**src/include/rv_consts.svh**
```systemverilog
`ifndef RV_CONSTS_SVH
`define RV_CONSTS_SVH

// data path width of the RV32 core
`define RV_XLEN 32

// architectural register file
`define RV_REG_COUNT 32
`define RV_REG_IDX_W 5

// program counter
`define RV_RESET_PC 32'h0000_0000
`define RV_PC_STEP 32'd4

// shift amounts use the low bits of the second operand
`define RV_SHAMT_W 5

`endif

```
**src/rtl/rv_isa_pkg.sv**
```systemverilog
`include "rv_consts.svh"

package rv_isa_pkg;

  // one data or address word
  typedef logic [`RV_XLEN-1:0] word_t;

  // register number
  typedef logic [`RV_REG_IDX_W-1:0] reg_idx_t;

  // major opcodes of the kept instruction groups
  typedef enum logic [6:0] {
    OP_LUI    = 7'b0110111,
    OP_IMM    = 7'b0010011,
    OP_REG    = 7'b0110011,
    OP_BRANCH = 7'b1100011,
    OP_JAL    = 7'b1101111,
    OP_SYSTEM = 7'b1110011
  } opcode_e;

  // funct3 of the conditional branches, 010 and 011 are unused
  typedef enum logic [2:0] {
    BEQ  = 3'b000,
    BNE  = 3'b001,
    BLT  = 3'b100,
    BGE  = 3'b101,
    BLTU = 3'b110,
    BGEU = 3'b111
  } branch_f3_e;

  // funct3 of OP and OP-IMM
  typedef enum logic [2:0] {
    F3_ADD_SUB = 3'b000,
    F3_SLL     = 3'b001,
    F3_SLT     = 3'b010,
    F3_SLTU    = 3'b011,
    F3_XOR     = 3'b100,
    F3_SRL_SRA = 3'b101,
    F3_OR      = 3'b110,
    F3_AND     = 3'b111
  } alu_f3_e;

  // funct7 that turns ADD into SUB and SRL into SRA
  localparam logic [6:0] FUNCT7_ALT = 7'b0100000;

endpackage

```
**src/rtl/rv_core_pkg.sv**
```systemverilog
package rv_core_pkg;

  // operations of the ALU
  typedef enum logic [3:0] {
    ADD    = 4'd0,
    SUB    = 4'd1,
    SLL    = 4'd2,
    SLT    = 4'd3,
    SLTU   = 4'd4,
    XOR    = 4'd5,
    SRL    = 4'd6,
    SRA    = 4'd7,
    OR     = 4'd8,
    AND    = 4'd9,
    PASS_B = 4'd10
  } alu_op_e;

  // instruction after decode
  typedef struct packed {
    rv_isa_pkg::reg_idx_t   rs1;
    rv_isa_pkg::reg_idx_t   rs2;
    rv_isa_pkg::reg_idx_t   rd;
    rv_isa_pkg::word_t      imm;
    alu_op_e                alu_op;
    logic                   use_imm;
    logic                   reg_write;
    logic                   is_branch;
    rv_isa_pkg::branch_f3_e branch_cond;
    logic                   is_jal;
    logic                   is_ecall;
  } decoded_t;

  // what the core reports for each retired instruction
  typedef struct packed {
    logic                 valid;
    rv_isa_pkg::word_t    pc;
    logic                 reg_write;
    rv_isa_pkg::reg_idx_t rd;
    rv_isa_pkg::word_t    rd_data;
  } retire_t;

  // two cycles per instruction, halted after ECALL
  typedef enum logic [1:0] {
    ST_FETCH   = 2'd0,
    ST_EXECUTE = 2'd1,
    ST_HALTED  = 2'd2
  } ctrl_state_e;

endpackage

```
**src/rtl/rv_alu.sv**
```systemverilog
`timescale 1ns/1ns

`include "rv_consts.svh"

module rv_alu (
  input  rv_core_pkg::alu_op_e op,
  input  rv_isa_pkg::word_t    a,
  input  rv_isa_pkg::word_t    b,
  output rv_isa_pkg::word_t    result
);

  logic [`RV_SHAMT_W-1:0] shamt;
  logic                   lt_signed;
  logic                   lt_unsigned;

  assign shamt       = b[`RV_SHAMT_W-1:0];
  assign lt_signed   = $signed(a) < $signed(b);
  assign lt_unsigned = a < b;

  always_comb begin
    case (op)
      rv_core_pkg::ADD:    result = a + b;
      rv_core_pkg::SUB:    result = a - b;
      rv_core_pkg::SLL:    result = a << shamt;
      // set-less-than gives 0 or 1 in bit 0
      rv_core_pkg::SLT:    result = rv_isa_pkg::word_t'(lt_signed);
      rv_core_pkg::SLTU:   result = rv_isa_pkg::word_t'(lt_unsigned);
      rv_core_pkg::XOR:    result = a ^ b;
      rv_core_pkg::SRL:    result = a >> shamt;
      rv_core_pkg::SRA:    result = rv_isa_pkg::word_t'($signed(a) >>> shamt);
      rv_core_pkg::OR:     result = a | b;
      rv_core_pkg::AND:    result = a & b;
      // lui, the immediate goes straight through
      rv_core_pkg::PASS_B: result = b;
      default:             result = '0;
    endcase
  end

endmodule

```
**src/rtl/rv_control_fsm.sv**
```systemverilog
`timescale 1ns/1ns

module rv_control_fsm (
  input  logic                     clk,
  input  logic                     rst,
  input  logic                     is_ecall,
  output rv_core_pkg::ctrl_state_e state
);

  rv_core_pkg::ctrl_state_e state_next;

  always_comb begin
    state_next = state;
    case (state)
      // imem word for the current pc arrives at the end of this cycle
      rv_core_pkg::ST_FETCH: state_next = rv_core_pkg::ST_EXECUTE;
      rv_core_pkg::ST_EXECUTE: begin
        if (is_ecall) begin
          state_next = rv_core_pkg::ST_HALTED;
        end else begin
          state_next = rv_core_pkg::ST_FETCH;
        end
      end
      // only reset leaves halted
      rv_core_pkg::ST_HALTED: state_next = rv_core_pkg::ST_HALTED;
      default: state_next = rv_core_pkg::ST_FETCH;
    endcase
  end

  always_ff @(posedge clk) begin
    if (rst) begin
      state <= rv_core_pkg::ST_FETCH;
    end else begin
      state <= state_next;
    end
  end

endmodule

```
**src/rtl/rv_core.sv**
```systemverilog
`timescale 1ns/1ns

`include "rv_consts.svh"

module rv_core (
  input  logic                 clk,
  input  logic                 rst,
  input  rv_isa_pkg::word_t    insn,
  output rv_isa_pkg::word_t    pc,
  output logic                 halt,
  output rv_core_pkg::retire_t retire,
  output rv_isa_pkg::word_t    cycle_count,
  output rv_isa_pkg::word_t    insn_count
);

  rv_core_pkg::ctrl_state_e state;
  rv_core_pkg::decoded_t    dec;
  rv_isa_pkg::word_t        rs1_data;
  rv_isa_pkg::word_t        rs2_data;
  rv_isa_pkg::word_t        alu_b;
  rv_isa_pkg::word_t        alu_result;
  rv_isa_pkg::word_t        wb_data;
  logic                     execute;
  logic                     we;

  assign execute = (state == rv_core_pkg::ST_EXECUTE);
  assign halt    = (state == rv_core_pkg::ST_HALTED);

  rv_control_fsm ctrl_i (.clk(clk), .rst(rst), .is_ecall(dec.is_ecall), .state(state));

  rv_decoder dec_i (.insn(insn), .dec(dec));

  // jal links the return address, everything else writes the alu result
  assign wb_data = dec.is_jal ? pc + `RV_PC_STEP : alu_result;
  assign we      = execute && dec.reg_write;

  rv_reg_file rf_i (
    .clk(clk), .rst(rst), .we(we), .rd(dec.rd), .rs1(dec.rs1), .rs2(dec.rs2),
    .rd_data(wb_data), .rs1_data(rs1_data), .rs2_data(rs2_data)
  );

  assign alu_b = dec.use_imm ? dec.imm : rs2_data;

  rv_alu alu_i (.op(dec.alu_op), .a(rs1_data), .b(alu_b), .result(alu_result));

  rv_pc_unit pc_i (
    .clk(clk), .rst(rst), .execute(execute), .dec(dec),
    .rs1_data(rs1_data), .rs2_data(rs2_data), .pc(pc)
  );

  rv_perf_counters perf_i (
    .clk(clk), .rst(rst), .execute(execute), .halt(halt),
    .cycle_count(cycle_count), .insn_count(insn_count)
  );

  // retire report for the instruction in execute
  assign retire.valid     = execute;
  assign retire.pc        = pc;
  assign retire.reg_write = we;
  assign retire.rd        = dec.rd;
  assign retire.rd_data   = wb_data;

endmodule

```
**src/rtl/rv_decoder.sv**
```systemverilog
`timescale 1ns/1ns

module rv_decoder (
  input  rv_isa_pkg::word_t     insn,
  output rv_core_pkg::decoded_t dec
);

  logic [6:0]        opcode;
  logic [2:0]        funct3;
  logic [6:0]        funct7;
  rv_isa_pkg::word_t imm_i;
  rv_isa_pkg::word_t imm_b;
  rv_isa_pkg::word_t imm_j;
  rv_isa_pkg::word_t imm_u;
  logic              alt;
  logic              funct7_ok;

  // OP and OP-IMM share the funct3 mapping, alt selects SUB or SRA
  function automatic rv_core_pkg::alu_op_e f3_to_op(input logic [2:0] f3, input logic alt_sel);
    rv_core_pkg::alu_op_e op;
    case (f3)
      rv_isa_pkg::F3_ADD_SUB: op = alt_sel ? rv_core_pkg::SUB : rv_core_pkg::ADD;
      rv_isa_pkg::F3_SLL:     op = rv_core_pkg::SLL;
      rv_isa_pkg::F3_SLT:     op = rv_core_pkg::SLT;
      rv_isa_pkg::F3_SLTU:    op = rv_core_pkg::SLTU;
      rv_isa_pkg::F3_XOR:     op = rv_core_pkg::XOR;
      rv_isa_pkg::F3_SRL_SRA: op = alt_sel ? rv_core_pkg::SRA : rv_core_pkg::SRL;
      rv_isa_pkg::F3_OR:      op = rv_core_pkg::OR;
      default:                op = rv_core_pkg::AND;
    endcase
    return op;
  endfunction

  assign opcode = insn[6:0];
  assign funct3 = insn[14:12];
  assign funct7 = insn[31:25];
  assign alt    = (funct7 == rv_isa_pkg::FUNCT7_ALT);

  // immediates, scrambled per the base ISA formats
  assign imm_i = {{20{insn[31]}}, insn[31:20]};
  assign imm_b = {{19{insn[31]}}, insn[31], insn[7], insn[30:25], insn[11:8], 1'b0};
  assign imm_j = {{11{insn[31]}}, insn[31], insn[19:12], insn[20], insn[30:21], 1'b0};
  assign imm_u = {insn[31:12], 12'b0};

  // funct7 must be zero, or ALT on the two funct3 values that have an alternate
  assign funct7_ok = (funct7 == 7'd0) ||
                     (alt && (funct3 == rv_isa_pkg::F3_ADD_SUB ||
                              funct3 == rv_isa_pkg::F3_SRL_SRA));

  always_comb begin
    dec = '0;
    dec.rs1 = insn[19:15];
    dec.rs2 = insn[24:20];
    dec.rd = insn[11:7];
    dec.alu_op = rv_core_pkg::ADD;
    dec.branch_cond = rv_isa_pkg::BEQ;
    case (opcode)
      rv_isa_pkg::OP_LUI: begin
        dec.imm = imm_u;
        dec.alu_op = rv_core_pkg::PASS_B;
        dec.use_imm = 1'b1;
        dec.reg_write = 1'b1;
      end
      rv_isa_pkg::OP_IMM: begin
        dec.imm = imm_i;
        dec.use_imm = 1'b1;
        // addi has no alternate, its bit 30 belongs to the immediate
        dec.alu_op = f3_to_op(funct3, alt && funct3 == rv_isa_pkg::F3_SRL_SRA);
        if (funct3 == rv_isa_pkg::F3_SLL || funct3 == rv_isa_pkg::F3_SRL_SRA) begin
          dec.reg_write = funct7_ok;
        end else begin
          dec.reg_write = 1'b1;
        end
      end
      rv_isa_pkg::OP_REG: begin
        dec.alu_op = f3_to_op(funct3, alt);
        dec.reg_write = funct7_ok;
      end
      rv_isa_pkg::OP_BRANCH: begin
        dec.imm = imm_b;
        dec.is_branch = (funct3 != 3'b010) && (funct3 != 3'b011);
        dec.branch_cond = rv_isa_pkg::branch_f3_e'(funct3);
      end
      rv_isa_pkg::OP_JAL: begin
        dec.imm = imm_j;
        dec.is_jal = 1'b1;
        dec.reg_write = 1'b1;
      end
      rv_isa_pkg::OP_SYSTEM: dec.is_ecall = (insn[31:7] == 25'd0);
      default: dec.reg_write = 1'b0;
    endcase
  end

endmodule

```
**src/rtl/rv_pc_unit.sv**
```systemverilog
`timescale 1ns/1ns

`include "rv_consts.svh"

module rv_pc_unit (
  input  logic                  clk,
  input  logic                  rst,
  input  logic                  execute,
  input  rv_core_pkg::decoded_t dec,
  input  rv_isa_pkg::word_t     rs1_data,
  input  rv_isa_pkg::word_t     rs2_data,
  output rv_isa_pkg::word_t     pc
);

  logic equal;
  logic lt_signed;
  logic lt_unsigned;
  logic cond;
  logic taken;

  assign equal       = (rs1_data == rs2_data);
  assign lt_signed   = $signed(rs1_data) < $signed(rs2_data);
  assign lt_unsigned = rs1_data < rs2_data;

  always_comb begin
    case (dec.branch_cond)
      rv_isa_pkg::BEQ:  cond = equal;
      rv_isa_pkg::BNE:  cond = !equal;
      rv_isa_pkg::BLT:  cond = lt_signed;
      rv_isa_pkg::BGE:  cond = !lt_signed;
      rv_isa_pkg::BLTU: cond = lt_unsigned;
      rv_isa_pkg::BGEU: cond = !lt_unsigned;
      default:          cond = 1'b0;
    endcase
  end

  assign taken = (dec.is_branch && cond) || dec.is_jal;

  // pc only moves at the end of the execute cycle
  always_ff @(posedge clk) begin
    if (rst) begin
      pc <= `RV_RESET_PC;
    end else if (execute) begin
      pc <= taken ? pc + dec.imm : pc + `RV_PC_STEP;
    end
  end

endmodule

```
**src/rtl/rv_perf_counters.sv**
```systemverilog
`timescale 1ns/1ns

module rv_perf_counters (
  input  logic              clk,
  input  logic              rst,
  input  logic              execute,
  input  logic              halt,
  output rv_isa_pkg::word_t cycle_count,
  output rv_isa_pkg::word_t insn_count
);

  // counts every running cycle of fetch and execute
  always_ff @(posedge clk) begin
    if (rst) begin
      cycle_count <= '0;
    end else if (!halt) begin
      cycle_count <= cycle_count + rv_isa_pkg::word_t'(1);
    end
  end

  // one per retired instruction
  always_ff @(posedge clk) begin
    if (rst) begin
      insn_count <= '0;
    end else if (execute) begin
      insn_count <= insn_count + rv_isa_pkg::word_t'(1);
    end
  end

endmodule

```
**src/rtl/rv_reg_file.sv**
```systemverilog
`timescale 1ns/1ns

`include "rv_consts.svh"

module rv_reg_file (
  input  logic                 clk,
  input  logic                 rst,
  input  logic                 we,
  input  rv_isa_pkg::reg_idx_t rd,
  input  rv_isa_pkg::reg_idx_t rs1,
  input  rv_isa_pkg::reg_idx_t rs2,
  input  rv_isa_pkg::word_t    rd_data,
  output rv_isa_pkg::word_t    rs1_data,
  output rv_isa_pkg::word_t    rs2_data
);

  rv_isa_pkg::word_t regs [`RV_REG_COUNT];

  // x0 is hardwired, whatever the array holds
  assign rs1_data = (rs1 == '0) ? '0 : regs[rs1];
  assign rs2_data = (rs2 == '0) ? '0 : regs[rs2];

  always_ff @(posedge clk) begin
    if (rst) begin
      for (int i = 0; i < `RV_REG_COUNT; i++) begin
        regs[i] <= '0;
      end
    end else if (we && rd != '0) begin
      regs[rd] <= rd_data;
    end
  end

endmodule

```
**config.mk**
```make
export PLATFORM = sky130hd
export DESIGN_NAME = rv_core
export DESIGN_NICKNAME = d
export VERILOG_FILES = /design/src/rtl/rv_isa_pkg.sv /design/src/rtl/rv_core_pkg.sv /design/src/rtl/rv_alu.sv /design/src/rtl/rv_control_fsm.sv /design/src/rtl/rv_core.sv /design/src/rtl/rv_decoder.sv /design/src/rtl/rv_pc_unit.sv /design/src/rtl/rv_perf_counters.sv /design/src/rtl/rv_reg_file.sv
export VERILOG_INCLUDE_DIRS = /design/src /design/src/include
export SDC_FILE = /design/constraint.sdc
export NUM_CORES = 2
export LEC_CHECK = 0
export ABC_AREA = 0
export BUFFER_PORTS_ARGS = -buffer_cell sky130_fd_sc_hd__buf_2
export CAP_MARGIN = 20
export CELL_PAD_IN_SITES_DETAIL_PLACEMENT = 1
export CELL_PAD_IN_SITES_GLOBAL_PLACEMENT = 2
export CORE_MARGIN = 5
export CORE_UTILIZATION = 40
export DETAILED_ROUTE_END_ITERATION = 8
export PLACE_DENSITY = 0.84
export SETUP_SLACK_MARGIN = 0.2
export SLEW_MARGIN = 10
export SYNTH_ARGS = -nofsm -noshare
export SYNTH_HDL_FRONTEND = slang
export SYNTH_HIERARCHICAL = 1
export SYNTH_SLANG_ARGS = --single-unit
```
**constraint.sdc**
```tcl
create_clock -name clk -period 10 [get_ports clk]
set_input_delay 2 -clock clk [delete_from_list [all_inputs] [get_ports clk]]
set_output_delay 2 -clock clk [all_outputs]
set_load 0.005 [all_outputs]
```
* Yosys cells after proc, flatten, opt, wreduce, memory -nomap -nowiden
Memories as Yosys holds them, arrays and structs flattened. Cells that the tools add are included.
Cells by class: $add $sub $neg 6, $lt $le $gt $ge 4, equal/unequal tests 33, shift-type cells 3, multiplexer cells 31, bitwise gates (word level) 3, reductions and logical operators 25
Operators by type and width (count):
- 32-bit one-hot mux with 11 select lines | 1
- 32-bit 2-to-1 mux | 6
- 32-bit < comparator | 4
- 32-bit one-hot mux with 4 select lines | 1
- 32-bit by 1-bit adder with 32-bit output (second input constant) | 2
- 32-bit adder | 2
- 4-bit one-hot mux with 7 select lines | 2
- 32-bit by 3-bit adder with 32-bit output (second input constant) | 1
- 32-bit bitwise AND | 1
- 32-bit == test | 1
- 32-bit bitwise OR | 1
- 32-bit OR reduction | 1
- 32-bit by 5-bit << shifter with 32-bit output | 1
- 32-bit by 5-bit right shift with 32-bit output | 1
- 32-bit by 5-bit >>> shifter with 32-bit output | 1
- 32-bit subtractor | 1
- 32-bit bitwise XOR | 1
- 25-bit zero test | 1
- 3-bit == test (second input constant) | 7
- 7-bit by 6-bit == test with 1-bit output (second input constant) | 3
- 7-bit == test (second input constant) | 3
- 4-bit by 3-bit == test with 1-bit output (second input constant) | 4
- 1-bit 2-to-1 mux | 14
- 4-bit == test (second input constant) | 3
- other kinds (25) | 42
Storage, ports and cells: register bits 98, RAM bits 1024, input bits 34, output and inout bits 168, logic and storage cells 110, memories kept 1
Memories:
- rf_i.regs | depth 32, bits a word 32, read ports 2, clocked after memory_dff 0, write ports 32, RTL line rv_reg_file.sv:17 | rv_isa_pkg::word_t regs [`RV_REG_COUNT];

* Logic depth before layout (Yosys ltp)
depth after elaboration 13, mapped depth 29, gate-level depth less buffers 20

* Cells and area by module
The synthesis kept the hierarchy.
By module, submodules not included:
- rv_reg_file | instances 1, cells an instance 3502, area an instance 54232.0 sq um, sequential area each 30749.5 sq um
- rv_alu | instances 1, cells an instance 1381, area an instance 8932.3 sq um, sequential area each 0.0 sq um
- rv_pc_unit | instances 1, cells an instance 620, area an instance 4586.9 sq um, sequential area each 640.6 sq um
- rv_perf_counters | instances 1, cells an instance 357, area an instance 3080.5 sq um, sequential area each 1281.2 sq um
- rv_core | instances 1, cells an instance 232, area an instance 1640.3 sq um, sequential area each 0.0 sq um
- rv_decoder | instances 1, cells an instance 129, area an instance 904.6 sq um, sequential area each 0.0 sq um
- rv_control_fsm | instances 1, cells an instance 6, area an instance 63.8 sq um, sequential area each 40.0 sq um

* Least setup slack after synthesis
OpenSTA, ideal clock, no wires.
path kind in2out, from input insn[20], to output retire[27] (netlist bit), data arrival time 7.529 ns, data required time 8.000 ns, setup slack 0.471 ns, stages on the path 25, path buffers 8, path through buf_4 clkbuf_1 buf_6 buf_6 buf_6 mux4_2 a2111oi_0 nor3_1 mux2_2 inv_1 buf_2 buf_1 buf_1 ha_1 nand2b_1 o311ai_1 a21oi_1 a31oi_1 o41a_1 o21a_1 o31a_1 o211a_1 o211ai_1 nor2_1 a31oi_1
RTL lines:
- from (decl) | RTL line rv_core.sv:8 | input rv_isa_pkg::word_t insn,
- to (decl) | RTL line rv_core.sv:11 | output rv_core_pkg::retire_t retire,

==> flow_summary_export.csv <==
group,metric,value,unit
synth,ys_types,122,
clock_tree,cts_sinks,1122,
synth,synth-compound-area-share,0.109,
sta,drv_slew,0,
hold_path,hold_path.class,"reg -> reg",
sta,finalCritPeriodShare,0.979,
detailed_routing,drc_errors,0,
critical_path,rr_worst_depth,22,
synth,seq_area_frac_synth,0.445,
pwr,switching_share,0.348,
pwr,power,0.0143,W
synth,ys_ff_latch,1122,
critical_path,crit_fanout,55,
critical_path,cp.arrival,7.79,ns
detailed_routing,antenna_left,0,
final_layout,most-common-layout-cells,"edfxtp_1, and2_1, buf_4",
sta,skew,0.0587,ns
synth,synth-async-reset-ratio,0,
global_route,overflow,0,
critical_path,r2r-start,"rf_i/regs[30][18]$_SDFFCE_PN0P_",
floorplanning,io_pins,202,
floorplanning,core,183000,um^2
floorplanning,dieArea,192000,um^2
outcome,status,"complete, no violations",
sta,hold_violations,0,
final_layout,layout_commonest_cell,"edfxtp_1",
global_route,antenna_found_initial,23,
detailed_routing,routedWlPerCell,37.1,um
pwr,internal_power,0.00929,W
critical_path,reg2reg_slack,3.39,ns
synth,synth_simple_gate_area_frac,0.167,
critical_path,cpMaxStageDelayCell,"a2111oi_1",
sta,min_period,9.79,ns
detailed_routing,dr.pass1.iters,5,
synth,synthXorXnorAreaFrac,0.00847,
synth,syn_area_per_cell,11.8,um^2
synth,synth_top_family_by_area,"multiplexers",
critical_path,path_common_cell,"buf_4",
floorplanning,num_rows,157,
floorplanning,initial_core_util,0.402,
clock_tree,root_buffer,"clkbuf_16",
detailed_routing,drt_iter0_drc,7750,
detailed_routing,num_vias,61100,
synth,synth-adder-area-share,0.0293,
floorplanning,die_w,438,um
critical_path,path_buf_inv,7,
global_route,grt_pass1_wl,471,mm
sta,rsz0062_at_grt,"true",
pwr,p_seq_frac,0.377,
hold_path,worstHoldStart,"ctrl_i/state[0]$_SDFF_PP0_",
critical_path,startpoint_type,"input port",
critical_path,path_cells,"buf_4 -> buf_12 -> mux4_2 -> a2111oi_1 -> nor3_2 -> mux2_2 -> inv_1 -> ha_1 -> nor2_1 -> nand3b_1 -> buf_4 -> nor2_1 -> a221oi_2 -> a21oi_2 -> buf_4 -> or2_1 -> a221o_1 -> buf_4 -> a221o_1 -> a21o_1 -> nor2_1 -> a31oi_4 -> buf_2",
critical_path,required,8.00,ns
synth,synthMuxAreaShare,0.192,
flow_run,max_cap_violations,0,
pwr,pwr-share-clk,0.323,
placement,dp_hpwl,241,mm
global_route,grtUsageTotal,0.342,
pwr,power.leakage,32.2,nW
pwr,p_comb_frac,0.300,
synth,synth_area,73400,um^2
placement,gp_congestion,0.990,
synth,synth_area_leaders,"edfxtp_1, mux4_2, and2_1",
global_route,grt_start_max_net_pins,79,
pwr,peakVddDrop,0.165,mV
final_layout,syn_to_final_growth,15.7,%
synth,synth_flop_cell,"edfxtp_1",
detailed_routing,drt_wl_total,341,mm
clock_tree,htree_levels,3,
clock_tree,tritoncts,"done",
final_layout,drive_above_1_share,0.270,
clock_tree,numCtsBuffers,121,
clock_tree,clock_latency,0.79,ns
synth,synth_edf_count,1024,
synth,synth_warnings,6,
sta,tightest_slew,1.26,ns
pwr,p_sw,0.00497,W
synth,yosysTopAreaCellShare,0.419,
clock_tree,clkTransAtPathRegs,0.06,ns
critical_path,end_kind,"primary output",
critical_path,r2r-end,"rf_i/regs[26][28]$_SDFFCE_PN0P_",
synth,yosys.area.top_type,"edfxtp_1",
hold_path,min_delay_path_depth,1,
placement,pre_cts_ws,-0.237,ns
pwr,pwr_density_cell,168,nW/um^2
global_route,grt_pass1_vias,62400,
hold_path,whs_endpoint,"ctrl_i/state[0]$_SDFF_PP0_",
sta,finalSetupViolCount,0,
critical_path,crit_family,"compound AO/OA/AOI/OAI gates",
sta,timing.fmax,0.102,GHz
placement,io_buffers,201,
clock_tree,clock_path_buffers,3,
floorplanning,die_h,438,um
sta,fin_ws,0.215,ns
critical_path,crit_path_max_incr_delay,1.12,ns
detailed_routing,viasPerCell,6.66,
synth,syn_inst,6227,
sta,maxSlewHeadroom,0.154,
final_layout,nNetsFinal,6801,
critical_path,worstSetupPathType,"in -> out",
==> state kept, by name (all words and copies together), names as in the netlist <==
register,count
perf_i/insn_count,32
ctrl_i/state,2
rf_i/regs,1024
perf_i/cycle_count,32
pc_i/pc,32
==> kinds of logic after synthesis <==
group / Yosys count
other: 1
muxes: 783
buffers and inverters: 785
adders and majority gates: 170
and+or+nand+nor: 2154
DFF: 1122
AOI/OAI and AO/OA: 1141
xor gates and xnor gates: 71
==> layout make-up <==
| type | count | area, um^2 |
|---|---|---|
| fill | 19100 | 97900 |
| clock inverter | 79 | 878 |
| clock buffer | 144 | 3110 |
| multi-input combinational | 4351 | 38200 |
| antenna | 12 | 30.0 |
| tap | 2464 | 3080 |
| timing repair buffer | 827 | 6360 |
| sequential | 1122 | 32700 |
| inverter | 174 | 653 |
==> power groups by stage <==
stage                     clock (W)  sequential [W]  combinational (W)
after floorplan                   0         0.00541            0.00203
after global routing        0.00486         0.00538            0.00440
final                       0.00461         0.00537            0.00428
after global placement            0         0.00544            0.00402
after CTS                   0.00465         0.00536            0.00411
after detailed placement          0         0.00546            0.00408
==> synth_stat cells, types with 31 or more instances <==
library cell	instances
edfxtp_1	1024
and2_1	1018
mux4_2	490
clkbuf_1	381
nor2_1	286
a21oi_1	245
nand2_1	243
mux2i_1	212
inv_1	172
ha_1	167
o21ai_0	149
o22ai_1	121
nor3_1	115
nand3_1	102
dfxtp_1	98
buf_4	86
mux2_2	80
buf_2	74
nand4_1	54
a22o_1	52
a211oi_1	47
a31oi_1	45
o31ai_1	44
xnor2_1	42
a2111oi_1	41
or2_2	41
nor4_1	40
or3_1	40
or4_1	40
a21o_1	39
a22oi_1	37
a221oi_1	35
and3_1	35
buf_1	34
buf_6	32
nor2b_1	31
==> through the flow <==
step / TNS, ns / instances / hold WS, ns / instance area (um^2) / utilization
2_1_floorplan: 0 / 6258 / 0.443 / 73600 / -
5_1_grt: 0 / 9165 / 0.530 / 85000 / 0.465
4_1_cts: 0 / 9149 / 0.500 / 84600 / 0.462
3_5_place_dp: -1.86 / 8926 / 0.493 / 80400 / 0.440
3_3_place_gp: -1.54 / 8923 / 0.480 / 80400 / 0.440
6_report: 0 / 9173 / 0.501 / 85000 / 0.465
==> layer usage <==
layer	GRT usage	part of all wire	wire length [um]	up-vias
li1	-	-	-	24500
met3	0.0796	0.11	36300	1147
met4	0.239	0.083	28400	14
met1	0.410	0.35	120000	31400
met2	0.546	0.46	156000	4096
met5	0	0.00027	91	-
==> how the worst max path moves through the flow <==
stage / depth (start not counted) / slack (ns) / end / from
5_1_grt: 27 / 0.19 / retire[23] / insn[20]
4_1_cts: 27 / 0.17 / retire[23] / insn[20]
6_report: 23 / 0.21 / retire[30] / insn[21]
3_3_place_gp: 25 / -0.23 / retire[23] / insn[22]
3_5_place_dp: 25 / -0.24 / retire[23] / insn[22]
2_1_floorplan: 25 / 0.47 / retire[27] / insn[20]
==> repair_timing <==
| action | CTS | global route |
|---|---|---|
| pin swaps | 0 | 2 |
| gates resized for setup | 32 | 51 |
| hold buffers | 0 | 0 |
| endpoints found under the setup margin | 23 | 17 |
| buffers inserted | 0 | 9 |
| gates cloned | 0 | 3 |
No activity file was read; power rests on OpenSTA's default activity.
